## src/design/mem_front_params.svh

```systemverilog
/* bus widths, RAM and I/O address map, and instruction queue depth */

`ifndef MEM_FRONT_PARAMS_SVH
`define MEM_FRONT_PARAMS_SVH

// bus widths
`define ADDR_W 32
`define DATA_W 32

// top of RAM, 128 KB of byte storage
`define MEM_LIMIT 32'h0002_0000

// I/O space starts here, decoded from address bits 17:16
`define IO_BASE 32'h0003_0000

// entries between fetch and decode
`define IQ_DEPTH 2

`endif

```

## src/design/mem_front_pkg.sv

```systemverilog
/* instruction word union, access length type and RV32I opcode constants */

package mem_front_pkg;

    // B-type fields, immediate scattered over the word
    typedef struct packed {
        logic       imm12;
        logic [5:0] imm10_5;
        logic [4:0] rs2;
        logic [4:0] rs1;
        logic [2:0] funct3;
        logic [3:0] imm4_1;
        logic       imm11;
        logic [6:0] opcode;
    } b_fmt_t;

    // J-type fields
    typedef struct packed {
        logic       imm20;
        logic [9:0] imm10_1;
        logic       imm11;
        logic [7:0] imm19_12;
        logic [4:0] rd;
        logic [6:0] opcode;
    } j_fmt_t;

    // one fetched word, seen three ways
    typedef union packed {
        logic [31:0] raw;
        b_fmt_t      b_fmt;
        j_fmt_t      j_fmt;
    } inst_u;

    // access length of a data request
    typedef logic [1:0] acc_len_t;

    localparam acc_len_t LEN_BYTE = 2'd0;
    localparam acc_len_t LEN_HALF = 2'd1;
    localparam acc_len_t LEN_WORD = 2'd2;

    // control transfer opcodes
    localparam logic [6:0] OPC_BRANCH = 7'b1100011;
    localparam logic [6:0] OPC_JAL    = 7'b1101111;

endpackage

```

## src/design/bp.sv

```systemverilog
/* static branch predictor: JAL taken, backward branch taken, else pc + 4 */

`timescale 1ns/1ps
`include "mem_front_params.svh"

module bp (
    input  mem_front_pkg::inst_u inst,
    input  logic [`ADDR_W-1:0]   pc,
    output logic                 pred_taken,
    output logic [`ADDR_W-1:0]   pred_target
);
    import mem_front_pkg::*;

    logic               is_jal;
    logic               is_branch;
    logic [`ADDR_W-1:0] b_off;
    logic [`ADDR_W-1:0] j_off;
    logic [`ADDR_W-1:0] offset;

    assign is_jal    = (inst.j_fmt.opcode == OPC_JAL);
    assign is_branch = (inst.b_fmt.opcode == OPC_BRANCH);

    // B-type offset, 13 bits signed
    assign b_off = {
        {(`ADDR_W - 13){inst.b_fmt.imm12}},
        inst.b_fmt.imm12,
        inst.b_fmt.imm11,
        inst.b_fmt.imm10_5,
        inst.b_fmt.imm4_1,
        1'b0
    };

    // J-type offset, 21 bits signed
    assign j_off = {
        {(`ADDR_W - 21){inst.j_fmt.imm20}},
        inst.j_fmt.imm20,
        inst.j_fmt.imm19_12,
        inst.j_fmt.imm11,
        inst.j_fmt.imm10_1,
        1'b0
    };

    assign offset = is_jal ? j_off : b_off;

    // sign bit set means a backward branch
    assign pred_taken = is_jal || (is_branch && inst.b_fmt.imm12);

    always_comb begin
        if (pred_taken) begin
            pred_target = pc + offset;
        end else begin
            pred_target = pc + `ADDR_W'(4);
        end
    end

endmodule

```

## src/design/fetcher.sv

```systemverilog
/* program counter, fetch requests, two-entry instruction queue, redirect flush */

`timescale 1ns/1ps
`include "mem_front_params.svh"

module fetcher (
    input  logic                 clk_in,
    input  logic                 rst_n,
    input  logic                 rdy_in,
    input  logic                 redirect_en,
    input  logic [`ADDR_W-1:0]   redirect_pc,
    output logic                 fetch_en,
    output logic [`ADDR_W-1:0]   fetch_addr,
    input  logic                 fetch_done,
    input  logic [`DATA_W-1:0]   fetch_word,
    output mem_front_pkg::inst_u bp_inst,
    output logic [`ADDR_W-1:0]   bp_pc,
    input  logic                 pred_taken,
    input  logic [`ADDR_W-1:0]   pred_target,
    input  logic                 decode_full,
    output logic                 inst_valid,
    output mem_front_pkg::inst_u inst,
    output logic [`ADDR_W-1:0]   inst_pc,
    output logic                 inst_pred
);
    import mem_front_pkg::*;

    localparam int ptr_w = $clog2(`IQ_DEPTH);

    logic [`ADDR_W-1:0] pc;
    logic               discard;
    logic [ptr_w-1:0]   head;
    logic [ptr_w-1:0]   tail;
    logic [ptr_w:0]     count;
    inst_u              q_inst [`IQ_DEPTH];
    logic [`ADDR_W-1:0] q_pc   [`IQ_DEPTH];
    logic               q_pred [`IQ_DEPTH];
    logic               push;
    logic               pop;
    logic               room;
    logic               issue;

    // predictor sees the returning word and its address
    assign bp_inst = fetch_word;
    assign bp_pc   = fetch_addr;

    assign push  = fetch_done && !discard && !redirect_en;
    assign pop   = inst_valid && !decode_full;
    assign room  = (count != (ptr_w + 1)'(`IQ_DEPTH));
    assign issue = !fetch_en && room && !redirect_en;

    assign inst_valid = (count != '0) && !redirect_en;
    assign inst       = q_inst[head];
    assign inst_pc    = q_pc[head];
    assign inst_pred  = q_pred[head];

    always_ff @(posedge clk_in) begin
        if (!rst_n) begin
            pc       <= '0;
            fetch_en <= 1'b0;
            discard  <= 1'b0;
            head     <= '0;
            tail     <= '0;
            count    <= '0;
        end else if (rdy_in) begin
            if (fetch_done) begin
                fetch_en <= 1'b0;
                discard  <= 1'b0;
            end else if (redirect_en && fetch_en) begin
                // old fetch still completes on the bus
                discard <= 1'b1;
            end else if (issue) begin
                fetch_en <= 1'b1;
            end

            if (redirect_en) begin
                pc    <= redirect_pc;
                head  <= '0;
                tail  <= '0;
                count <= '0;
            end else begin
                if (push) begin
                    pc   <= pred_target;
                    tail <= tail + 1'b1;
                end
                if (pop) begin
                    head <= head + 1'b1;
                end
                if (push && !pop) begin
                    count <= count + 1'b1;
                end else if (pop && !push) begin
                    count <= count - 1'b1;
                end
            end
        end
    end

    always_ff @(posedge clk_in) begin
        if (rdy_in) begin
            if (issue) begin
                fetch_addr <= pc;
            end
            if (push) begin
                q_inst[tail] <= fetch_word;
                q_pc[tail]   <= fetch_addr;
                q_pred[tail] <= pred_taken;
            end
        end
    end

    // a new entry is visible only after a real push
    a_valid_needs_entry: assert property (@(posedge clk_in) disable iff (!rst_n)
        $rose(inst_valid) |-> ($past(count) != '0) || $past(push && rdy_in));

endmodule

```

## src/design/mem_front.sv

```systemverilog
/* memory-side front end: fetcher, branch predictor and byte-serial memctrl */

`timescale 1ns/1ps
`include "mem_front_params.svh"

module mem_front (
    input  logic                    clk_in,
    input  logic                    rst_n,
    input  logic                    rdy_in,
    input  logic [7:0]              mem_din,
    output logic [7:0]              mem_dout,
    output logic [`ADDR_W-1:0]      mem_a,
    output logic                    mem_wr,
    input  logic                    io_buffer_full,
    input  logic                    redirect_en,
    input  logic [`ADDR_W-1:0]      redirect_pc,
    input  logic                    decode_full,
    output logic                    inst_valid,
    output mem_front_pkg::inst_u    inst,
    output logic [`ADDR_W-1:0]      inst_pc,
    output logic                    inst_pred,
    input  logic                    lsu_en,
    input  logic                    lsu_store,
    input  mem_front_pkg::acc_len_t lsu_len,
    input  logic [`ADDR_W-1:0]      lsu_addr,
    input  logic [`DATA_W-1:0]      lsu_wdata,
    output logic                    lsu_done,
    output logic [`DATA_W-1:0]      lsu_rdata
);
    import mem_front_pkg::*;

    // fetcher to memctrl
    logic               fetch_en;
    logic [`ADDR_W-1:0] fetch_addr;
    logic               fetch_done;
    logic [`DATA_W-1:0] fetch_word;

    // fetcher to predictor
    inst_u              bp_inst;
    logic [`ADDR_W-1:0] bp_pc;
    logic               pred_taken;
    logic [`ADDR_W-1:0] pred_target;

    fetcher fetcher (
        .clk_in      (clk_in),
        .rst_n       (rst_n),
        .rdy_in      (rdy_in),
        .redirect_en (redirect_en),
        .redirect_pc (redirect_pc),
        .fetch_en    (fetch_en),
        .fetch_addr  (fetch_addr),
        .fetch_done  (fetch_done),
        .fetch_word  (fetch_word),
        .bp_inst     (bp_inst),
        .bp_pc       (bp_pc),
        .pred_taken  (pred_taken),
        .pred_target (pred_target),
        .decode_full (decode_full),
        .inst_valid  (inst_valid),
        .inst        (inst),
        .inst_pc     (inst_pc),
        .inst_pred   (inst_pred)
    );

    bp bp (
        .inst        (bp_inst),
        .pc          (bp_pc),
        .pred_taken  (pred_taken),
        .pred_target (pred_target)
    );

    memctrl memctrl (
        .clk_in         (clk_in),
        .rst_n          (rst_n),
        .rdy_in         (rdy_in),
        .io_buffer_full (io_buffer_full),
        .mem_din        (mem_din),
        .mem_dout       (mem_dout),
        .mem_a          (mem_a),
        .mem_wr         (mem_wr),
        .fetch_en       (fetch_en),
        .fetch_addr     (fetch_addr),
        .fetch_done     (fetch_done),
        .fetch_word     (fetch_word),
        .lsu_en         (lsu_en),
        .lsu_store      (lsu_store),
        .lsu_len        (lsu_len),
        .lsu_addr       (lsu_addr),
        .lsu_wdata      (lsu_wdata),
        .lsu_done       (lsu_done),
        .lsu_rdata      (lsu_rdata)
    );

endmodule

```

## src/design/memctrl.sv

```systemverilog
/* byte-serial memory controller, fetch and data port arbitration,
   I/O write stall on a full output buffer */

`timescale 1ns/1ps
`include "mem_front_params.svh"

module memctrl (
    input  logic                    clk_in,
    input  logic                    rst_n,
    input  logic                    rdy_in,
    input  logic                    io_buffer_full,
    input  logic [7:0]              mem_din,
    output logic [7:0]              mem_dout,
    output logic [`ADDR_W-1:0]      mem_a,
    output logic                    mem_wr,
    input  logic                    fetch_en,
    input  logic [`ADDR_W-1:0]      fetch_addr,
    output logic                    fetch_done,
    output logic [`DATA_W-1:0]      fetch_word,
    input  logic                    lsu_en,
    input  logic                    lsu_store,
    input  mem_front_pkg::acc_len_t lsu_len,
    input  logic [`ADDR_W-1:0]      lsu_addr,
    input  logic [`DATA_W-1:0]      lsu_wdata,
    output logic                    lsu_done,
    output logic [`DATA_W-1:0]      lsu_rdata
);
    import mem_front_pkg::*;

    localparam logic [1:0] st_idle  = 2'd0;
    localparam logic [1:0] st_read  = 2'd1;
    localparam logic [1:0] st_write = 2'd2;
    localparam logic [`ADDR_W-1:0] io_base = `IO_BASE;

    logic [1:0]         state;
    logic [1:0]         cnt;
    logic [1:0]         last_idx;
    logic [1:0]         lsu_last;
    logic               owner_fetch;
    logic [`ADDR_W-1:0] cur_addr;
    logic [`ADDR_W-1:0] a_next;
    logic [`ADDR_W-1:0] a_hold;
    logic [`DATA_W-1:0] wbuf;
    logic [`DATA_W-1:0] asm_word;
    logic [`DATA_W-1:0] asm_next;
    logic [`DATA_W-1:0] rd_word;
    logic               req_lsu;
    logic               req_fetch;
    logic               io_stall;
    logic               addr_left;
    logic               last_byte;

    // index of the final byte for each access length
    always_comb begin
        case (lsu_len)
            LEN_BYTE: lsu_last = 2'd0;
            LEN_HALF: lsu_last = 2'd1;
            default:  lsu_last = 2'd3;
        endcase
    end

    // a requester still holds en during its done cycle
    assign req_lsu   = lsu_en && !lsu_done;
    assign req_fetch = fetch_en && !fetch_done;

    assign io_stall  = (cur_addr[17:16] == io_base[17:16]) && io_buffer_full;
    assign addr_left = (cnt != last_idx);
    assign last_byte = (cnt == last_idx);
    assign asm_next  = {mem_din, asm_word[`DATA_W-1:8]};

    // bus drive, byte 0 of a read goes out in the accepting cycle
    always_comb begin
        a_next   = '0;
        mem_dout = 8'h00;
        mem_wr   = 1'b0;
        case (state)
            st_idle: begin
                if (req_lsu) begin
                    if (!lsu_store) begin
                        a_next = lsu_addr;
                    end
                end else if (req_fetch) begin
                    a_next = fetch_addr;
                end
            end
            st_read: begin
                if (addr_left) begin
                    a_next = cur_addr;
                end
            end
            st_write: begin
                a_next   = cur_addr;
                mem_dout = wbuf[7:0];
                mem_wr   = rdy_in && !io_stall;
            end
            default: begin
                a_next = '0;
            end
        endcase
    end

    // keep the last issued address while paused so mem_din stays in step
    assign mem_a = rdy_in ? a_next : a_hold;

    always_ff @(posedge clk_in) begin
        if (!rst_n) begin
            state       <= st_idle;
            cnt         <= 2'd0;
            last_idx    <= 2'd0;
            owner_fetch <= 1'b0;
            fetch_done  <= 1'b0;
            lsu_done    <= 1'b0;
            a_hold      <= '0;
        end else if (rdy_in) begin
            fetch_done <= 1'b0;
            lsu_done   <= 1'b0;
            a_hold     <= a_next;
            case (state)
                st_idle: begin
                    cnt <= 2'd0;
                    // data side first
                    if (req_lsu) begin
                        owner_fetch <= 1'b0;
                        last_idx    <= lsu_last;
                        state       <= lsu_store ? st_write : st_read;
                    end else if (req_fetch) begin
                        owner_fetch <= 1'b1;
                        last_idx    <= 2'd3;
                        state       <= st_read;
                    end
                end
                st_read: begin
                    cnt <= cnt + 2'd1;
                    if (last_byte) begin
                        state      <= st_idle;
                        fetch_done <= owner_fetch;
                        lsu_done   <= !owner_fetch;
                    end
                end
                st_write: begin
                    if (!io_stall) begin
                        cnt <= cnt + 2'd1;
                        if (last_byte) begin
                            state    <= st_idle;
                            lsu_done <= 1'b1;
                        end
                    end
                end
                default: begin
                    state <= st_idle;
                end
            endcase
        end
    end

    // address, write buffer and read assembly
    always_ff @(posedge clk_in) begin
        if (rdy_in) begin
            case (state)
                st_idle: begin
                    if (req_lsu) begin
                        cur_addr <= lsu_store ? lsu_addr : lsu_addr + `ADDR_W'(1);
                        wbuf     <= lsu_wdata;
                    end else if (req_fetch) begin
                        cur_addr <= fetch_addr + `ADDR_W'(1);
                    end
                end
                st_read: begin
                    asm_word <= asm_next;
                    if (addr_left) begin
                        cur_addr <= cur_addr + `ADDR_W'(1);
                    end
                    // right-align the bytes, upper part zero filled
                    if (last_byte) begin
                        rd_word <= asm_next >> {~last_idx, 3'b000};
                    end
                end
                st_write: begin
                    if (!io_stall) begin
                        cur_addr <= cur_addr + `ADDR_W'(1);
                        wbuf     <= wbuf >> 8;
                    end
                end
                default: begin
                    rd_word <= rd_word;
                end
            endcase
        end
    end

    assign fetch_word = rd_word;
    assign lsu_rdata  = rd_word;

    // one owner per transaction
    a_single_done: assert property (@(posedge clk_in) disable iff (!rst_n)
        !(fetch_done && lsu_done));

    // no byte reaches the UART while its buffer is full
    a_io_no_overrun: assert property (@(posedge clk_in) disable iff (!rst_n)
        (mem_wr && mem_a[17:16] == io_base[17:16]) |-> !io_buffer_full);

endmodule

```

## config.mk

```make
export PLATFORM = sky130hd
export DESIGN_NAME = mem_front
export DESIGN_NICKNAME = d
export VERILOG_FILES = /design/src/design/mem_front_pkg.sv /design/src/design/bp.sv /design/src/design/fetcher.sv /design/src/design/mem_front.sv /design/src/design/memctrl.sv
export VERILOG_INCLUDE_DIRS = /design/src /design/src/design
export SDC_FILE = /design/constraint.sdc
export NUM_CORES = 1
export LEC_CHECK = 0
export BUFFER_PORTS_ARGS = -buffer_cell sky130_fd_sc_hd__buf_2
export CELL_PAD_IN_SITES_DETAIL_PLACEMENT = 1
export CELL_PAD_IN_SITES_GLOBAL_PLACEMENT = 2
export CORE_UTILIZATION = 30
export CTS_BUF_LIST = sky130_fd_sc_hd__clkbuf_2 sky130_fd_sc_hd__clkbuf_4 sky130_fd_sc_hd__clkbuf_8
export CTS_CLUSTER_SIZE = 24
export DETAILED_ROUTE_END_ITERATION = 8
export GPL_ROUTABILITY_DRIVEN = 0
export PLACE_DENSITY = 0.77
export SLEW_MARGIN = 20
export SYNTH_ARGS = -nofsm -noshare
export SYNTH_HDL_FRONTEND = slang
export SYNTH_SLANG_ARGS = --single-unit
```

## constraint.sdc

```tcl
create_clock -name clk_in -period 6.2 [get_ports clk_in]
set_input_delay 0.93 -clock clk_in [delete_from_list [all_inputs] [get_ports clk_in]]
set_output_delay 0.93 -clock clk_in [all_outputs]
set_load 0.05 [all_outputs]
```

# After elaboration in Yosys (flattened, before gate mapping)
# Memories as Yosys holds them, arrays and structs flattened. A register that Yosys moved wholly into a read port is not among the register bits.
# Cells that the tools add are included.
[word_totals] regBits=239 latch_bits=0 ramBits=130 mem_bits_ro=0 in_bits=114 out_inout_bits=140 wordCells=157 n_memories=3
[mem_list] name="fetcher.q_inst" depth=2 word_bits=32 rd=1 rd_clocked_by_memory_dff=1 write_ports=1 line="fetcher.sv:35" rtl="inst_u q_inst [`IQ_DEPTH];"
[mem_list] name="fetcher.q_pc" depth=2 word_bits=32 rd=1 rd_clocked_by_memory_dff=1 write_ports=1 line="fetcher.sv:36" rtl="logic [`ADDR_W-1:0] q_pc [`IQ_DEPTH];"
[mem_list] name="fetcher.q_pred" depth=2 word_bits=1 rd=1 rd_clocked_by_memory_dff=1 write_ports=1 line="fetcher.sv:37" rtl="logic q_pred [`IQ_DEPTH];"
[classes] n_addsub=10 mul=0 div_mod_pow=0 magnitude_cmp=0 eq_ne=14 shift=1 muxes=61 bitwise_logic=1 n_reduce_logical=49
[ops] cell="32-bit two-way mux" n=15
[ops] cell="32-bit one-hot mux with 3 select lines" n=2
[ops] cell="32-bit by 1-bit adder with 32-bit output, second input constant" n=3
[ops] cell="32-bit one-hot mux with 2 select lines" n=1
[ops] cell="32-bit by 3-bit adder with 32-bit output, second input constant" n=1
[ops] cell="32-bit adder" n=1
[ops] cell="32-bit by 5-bit >> shifter with 32-bit output" n=1
[ops] cell="1-bit two-way mux" n=26
[ops] cell="2-bit two-way mux" n=11
[ops] cell="20-bit two-way mux" n=1
[ops] cell="3-bit AND reduction" n=5
[ops] cell="7-bit equality test, second input constant" n=2
[ops] cell="1-bit logical AND" n=14
[ops] cell="2-bit nonzero test" n=7
[ops] cell="2-bit one-hot mux with 3 select lines" n=2
[ops] cell="2-bit AND reduction" n=6
[ops] cell="1-bit logical NOT" n=10
[ops] cell="8-bit two-way mux" n=1
[ops] cell="2-bit by 1-bit inequality test with 1-bit output, second input constant" n=3
[ops] cell="3-bit nonzero test" n=2
[ops] cell="5-bit AND reduction" n=1
[ops] cell="2-bit by 1-bit adder with 2-bit output, second input constant" n=2
[ops] cell="2-bit by 1-bit equality test with 1-bit output, second input constant" n=2
[ops] cell="2-bit equality test, second input constant" n=2
[ops] cell="12 further kinds" n=15

# Longest topological paths before layout
[logic_depth] depth_word=8 ltp_mapped=17 ltp_nobuf=15

# By module
# Synthesis repeated with hierarchy kept, for this count alone.
[unflattened] hier_cells=1950 hier_area_um2=20952.6
[by_module_without_submodules] mod="memctrl" n_inst=1 cells_per_inst=1059 area_each_um2=10149.7 seq_area_each_um2=4424.2
[by_module_without_submodules] mod="fetcher" n_inst=1 cells_per_inst=499 area_each_um2=8219.1 seq_area_each_um2=5645.4
[by_module_without_submodules] mod="bp" n_inst=1 cells_per_inst=392 area_each_um2=2583.7 seq_area_each_um2=0.0

# Least setup slack after synthesis
# No wires, ideal clock.
[synth_timing] path_type="input-to-reg" from="input redirect_en" to="memory fetcher.q_inst[0][0] in the netlist's numbering (enable)" arrival_time_ns=4.153 required_ns=5.710 setup_slack_ns=1.557 cell_stages=4 path_buffers=1 path_cell_list="clkbuf_1 > inv_1 > nand3_1 > nor2_1"
[synth_via] elab_chain_cells=5
[synth_rtl] element="from (decl)" line="mem_front.sv:15" rtl="input logic redirect_en,"
[synth_rtl] element="1-bit logical NOT" line="fetcher.sv:47" rtl="assign push = fetch_done && !discard && !redirect_en;"
[synth_rtl] element="1-bit logical AND" line="fetcher.sv:47"
[synth_rtl] element="1-bit two-way mux" line="fetcher.sv:103" rtl="if (push) begin"
[synth_rtl] element="1-bit two-way mux" line="fetcher.sv:99" rtl="if (rdy_in) begin"
[synth_rtl] element="1-bit two-way mux (implied by the code)" line="fetcher.sv:104" rtl="q_inst[tail] <= fetch_word;"
[synth_rtl] element="to (decl)" line="fetcher.sv:35"
# No other way between the ends.

# Worst setup path in the final report
[layout_timing] from="register memctrl.rd_word[4] (netlist: memctrl.fetch_word[4])" to="register fetcher.pc[29]"
[layout_via] elab_chain_cells=6 word_cells_on_any_way=9
[layout_rtl] element="from (decl)" line="memctrl.sv:46" rtl="logic [`DATA_W-1:0] rd_word;"
[layout_rtl] element="from (signal assigned)" line="memctrl.sv:175" rtl="rd_word <= asm_next >> {~last_idx, 3'b000};"
[layout_rtl] element="from (signal assigned)" line="memctrl.sv:185" rtl="rd_word <= rd_word;"
[layout_rtl] element="7-bit equality test (on tied branches)" line="bp.sv:20, bp.sv:21"
[layout_rtl] element="20-bit two-way mux / 1-bit logical AND (equally long branches)" line="bp.sv:43, bp.sv:46"
[layout_rtl] element="32-bit adder / 1-bit logical OR (equally long branches)" line="bp.sv:50, bp.sv:46"
[layout_rtl] element="32-bit two-way mux *" line="bp.sv:49" rtl="if (pred_taken) begin"
[layout_rtl] element="32-bit two-way mux *" line="fetcher.sv:82" rtl="if (push) begin"
[layout_rtl] element="32-bit two-way mux *" line="fetcher.sv:76" rtl="if (redirect_en) begin"
[layout_rtl] element="to (signal assigned)" line="fetcher.sv:77" rtl="pc <= redirect_pc;"
[layout_rtl] element="to (signal assigned)" line="fetcher.sv:83" rtl="pc <= pred_target;"
[layout_rtl] element="to (decl)" line="fetcher.sv:30" rtl="logic [`ADDR_W-1:0] pc;"
# Every way passes the cells marked *; elsewhere a longest branch is shown, timed or not. The select of a mux whose other input is x is not followed.
# A chain may end at the register's enable or synchronous reset.

==> results.md <==
* Tmin final at 4460 ps
* Seq/Total Area, Yosys at 53.1%
* Layout Area Growth over Synthesis at 18.6%
* CTS tree: done
* Leakage at 8.39 nW
* Area leader, netlist: edfxtp_1
* Initial antenna violation count at 19
* First-pass GRT wire length at 97300 um
* # setup viols final at 0
* Dominant cells by area after synthesis: edfxtp_1, dfxtp_1, mux2_2, a21oi_1, xnor2_1
* Post-CTS sizing at 0
* Worst-path clk slew at 60 ps
* Required time worst endpoint at 6720 ps
* Via density at 5.14
* Post-Syn Area at 19000 um2
* CTS H-tree depth at 3
* Num rows at 91
* Max-slew violations at 0
* RSZ-0062 raised after global routing: no
* Clk Latency, worst-skew pair at 660 ps
* CP max FO at 14
* Fmax at 224 MHz
* Post-synth net total at 1930
* Most numerous cell in the Yosys netlist: edfxtp_1
* Synthesized instance count at 1773
* Nets at 2164
* EDFF count, synth at 282
* Syn Area/Cell at 10.7 um2
* CTS Buf Count at 68
* Status: completed
* Transition time at the pin with the least slew margin at 995 ps
* Clock root buffer: clkbuf_8
* Core box area at 62100 um2
* CP Capture Type: flop
* Drt first pass iters at 4
* VDD IR max at 158 uV
* Tcrit/Tclk final at 72.0%
* Commonest cells in the synthesized netlist: edfxtp_1, nand2_1, a21oi_1
* Ys Warns at 0
* Synth Register Bits at 362
* Max-cap violations at 0
* Vias in the first global route at 15477
* Main synth FF type: edfxtp_1
* Fin Hold WS at 426 ps
* Via count at 14892
* Rel. slew slack at 33.5%
* Crit path kind: reg -> reg
* PwrDens at 266 nW/um2
* Total gr overflow at 0
* Dpl hpwl at 47000 um
* Total Routing Usage GR at 20.2%
* I/O Pins at 254
* 1st-iter DRT viols at 851
* DIE WIDTH at 253 um
* WL/cell at 22.4 um
* Yosys cell types at 66
* Port Buffers at 253
* Initial core utilization at 30.6%
* Chip height at 253 um
* Postcts setup bufs at 0
* Share of layout cells above drive strength 1 at 25.2%
* Setup crit start kind: flop
* Post-route clock skew at 28.4 ps
* Synth top area share at 44.6%
* Post-DRT Antenna Nets at 0
* DRC Markers at 0
* Die area at 64300 um2
* Post-Route WL at 65000 um
* Fraction of registers with async set/reset at 0%
* Final setup TNS at 0 ps
* Post-CTS Hold Fix Bufs at 0
* Largest net degree at the start of global routing at 66
* PnR Total Power at 0.00599 W
* Final hold viol count at 0
* Hold WC Path Type: reg -> reg
* CTS Buffer Depth at 3
* CTS sink count at 362
* Worst Path Arrival at 4990 ps
worst max-delay path, cell delays in order (launching register included):
cell and delay (ps):
edfxtp_1 430, nor2b_1 180, nand4_1 160, nor2_1 130
buf_4 220, mux2_2 360, ha_1 210, fa_1 420
a21o_1 230, a221oi_2 390, or4b_2 210, a31oi_1 90
o41ai_1 670, o32ai_1 230, nor2_1 160, xor2_1 170
o22ai_1 90
sequential cells by signal (all words and copies together) (netlist names), 24 cells and up, named ones only:
register and count:
fetcher.q_pc 64, memctrl.cur_addr 32, fetcher.bp_pc 32, memctrl.fetch_word 32, fetcher.q_inst 64, memctrl.wbuf 32, fetcher.pc 32, memctrl.a_hold 32
memctrl.asm_word 24
stage by stage:
| stage | util (%) | instances | area, um2 | worst slack [ps] |
|---|---|---|---|---|
| finish | 36.3 | 2900 | 22500 | 1740 |
| global route | 36.3 | 2899 | 22500 | 1520 |
| CTS | 36.2 | 2895 | 22500 | 1760 |
| detailed placement | 34.0 | 2774 | 21100 | 1780 |
| global placement | 34.0 | 2774 | 21100 | 1860 |
| floorplan | - | 1773 | 19000 | 1560 |
layout by cell type (no fill, tap or decap), types with 6 or more instances in the layout:
cell      netlist  final
nand2b_1        8      7
xnor2_1        74     74
edfxtp_1      282    282
mux2i_1        27     27
nor2b_1        23     21
o21ai_0        55     55
clkinv_1        1      9
a31oi_1        11     11
dfxtp_1        80     79
mux2_2        102    102
nand4_1        29     29
a22o_1          8      8
a21oi_1       153    153
nor4_1          6      6
o211ai_1       17     17
nor3_1         21     21
buf_4           1     27
a211oi_1       33     33
nand2_1       159    159
clkbuf_4        0     24
inv_1          50     50
or3_1          11     11
buf_2           5    253
ha_1           42     41
a21o_1         33     33
nor2_1        123    121
xor2_1         67     67
nand3_1        57     57
clkbuf_8        0     76
and2_1         50     49
and4_1          8      8
and3_1         33     33
o22ai_1        35     35
cell type report:
type                       count  area [um2]
timing repair buffer         280        1470
clock buffer                 100        1230
multi-input combinational   1244        8320
sequential                   362       10100
fill                        7000       39600
tap                          837        1050
inverter                      51         191
clock inverter                21         161
antenna                        5        12.5
per-layer routing:
metal	vias to the layer above	GRT usage (%)	share of wire (%)
met2	379	33.2	48
met3	103	4.60	5.9
li1	6940	-	-
met5	-	0	0.20
met1	7450	26.0	44
met4	20	7.20	2.4
report_power, final:
group	switching (W)	leakage (nW)	internal, W
clock	0.00107	0.723	0.00135
combinational	0.000494	4.40	0.000243
sequential	0.000104	3.27	0.00273
total	0.00167	8.39	0.00432
cells by family after synthesis:
| group | count (synthesis) | share of synthesized area, % |
|---|---|---|
| muxes | 130 | 7.56 |
| buffers and inverters | 167 | 3.36 |
| adders and majority gates | 43 | 2.88 |
| DFF | 362 | 53.1 |
| xor gates and xnor gates | 141 | 6.51 |
| AOI/OAI and AO/OA | 391 | 12.8 |
| and+or+nand+nor | 539 | 13.8 |
final timing paths:
kind | cells past startpoint | slack, ps | startpoint | to
max | 16 | 1740 | memctrl.fetch_word[4]$_DFFE_PP_ | fetcher.pc[29]$_SDFFE_PN0P_
min | 0 | 430 | fetcher.pc[8]$_SDFFE_PN0P_ | fetcher.bp_pc[8]$_DFFE_PP_
max reg2reg | 16 | 1740 | memctrl.fetch_word[4]$_DFFE_PP_ | fetcher.pc[29]$_SDFFE_PN0P_
min reg2reg | 0 | 430 | fetcher.pc[8]$_SDFFE_PN0P_ | fetcher.bp_pc[8]$_DFFE_PP_
No activity file was read; power rests on OpenSTA's default activity.
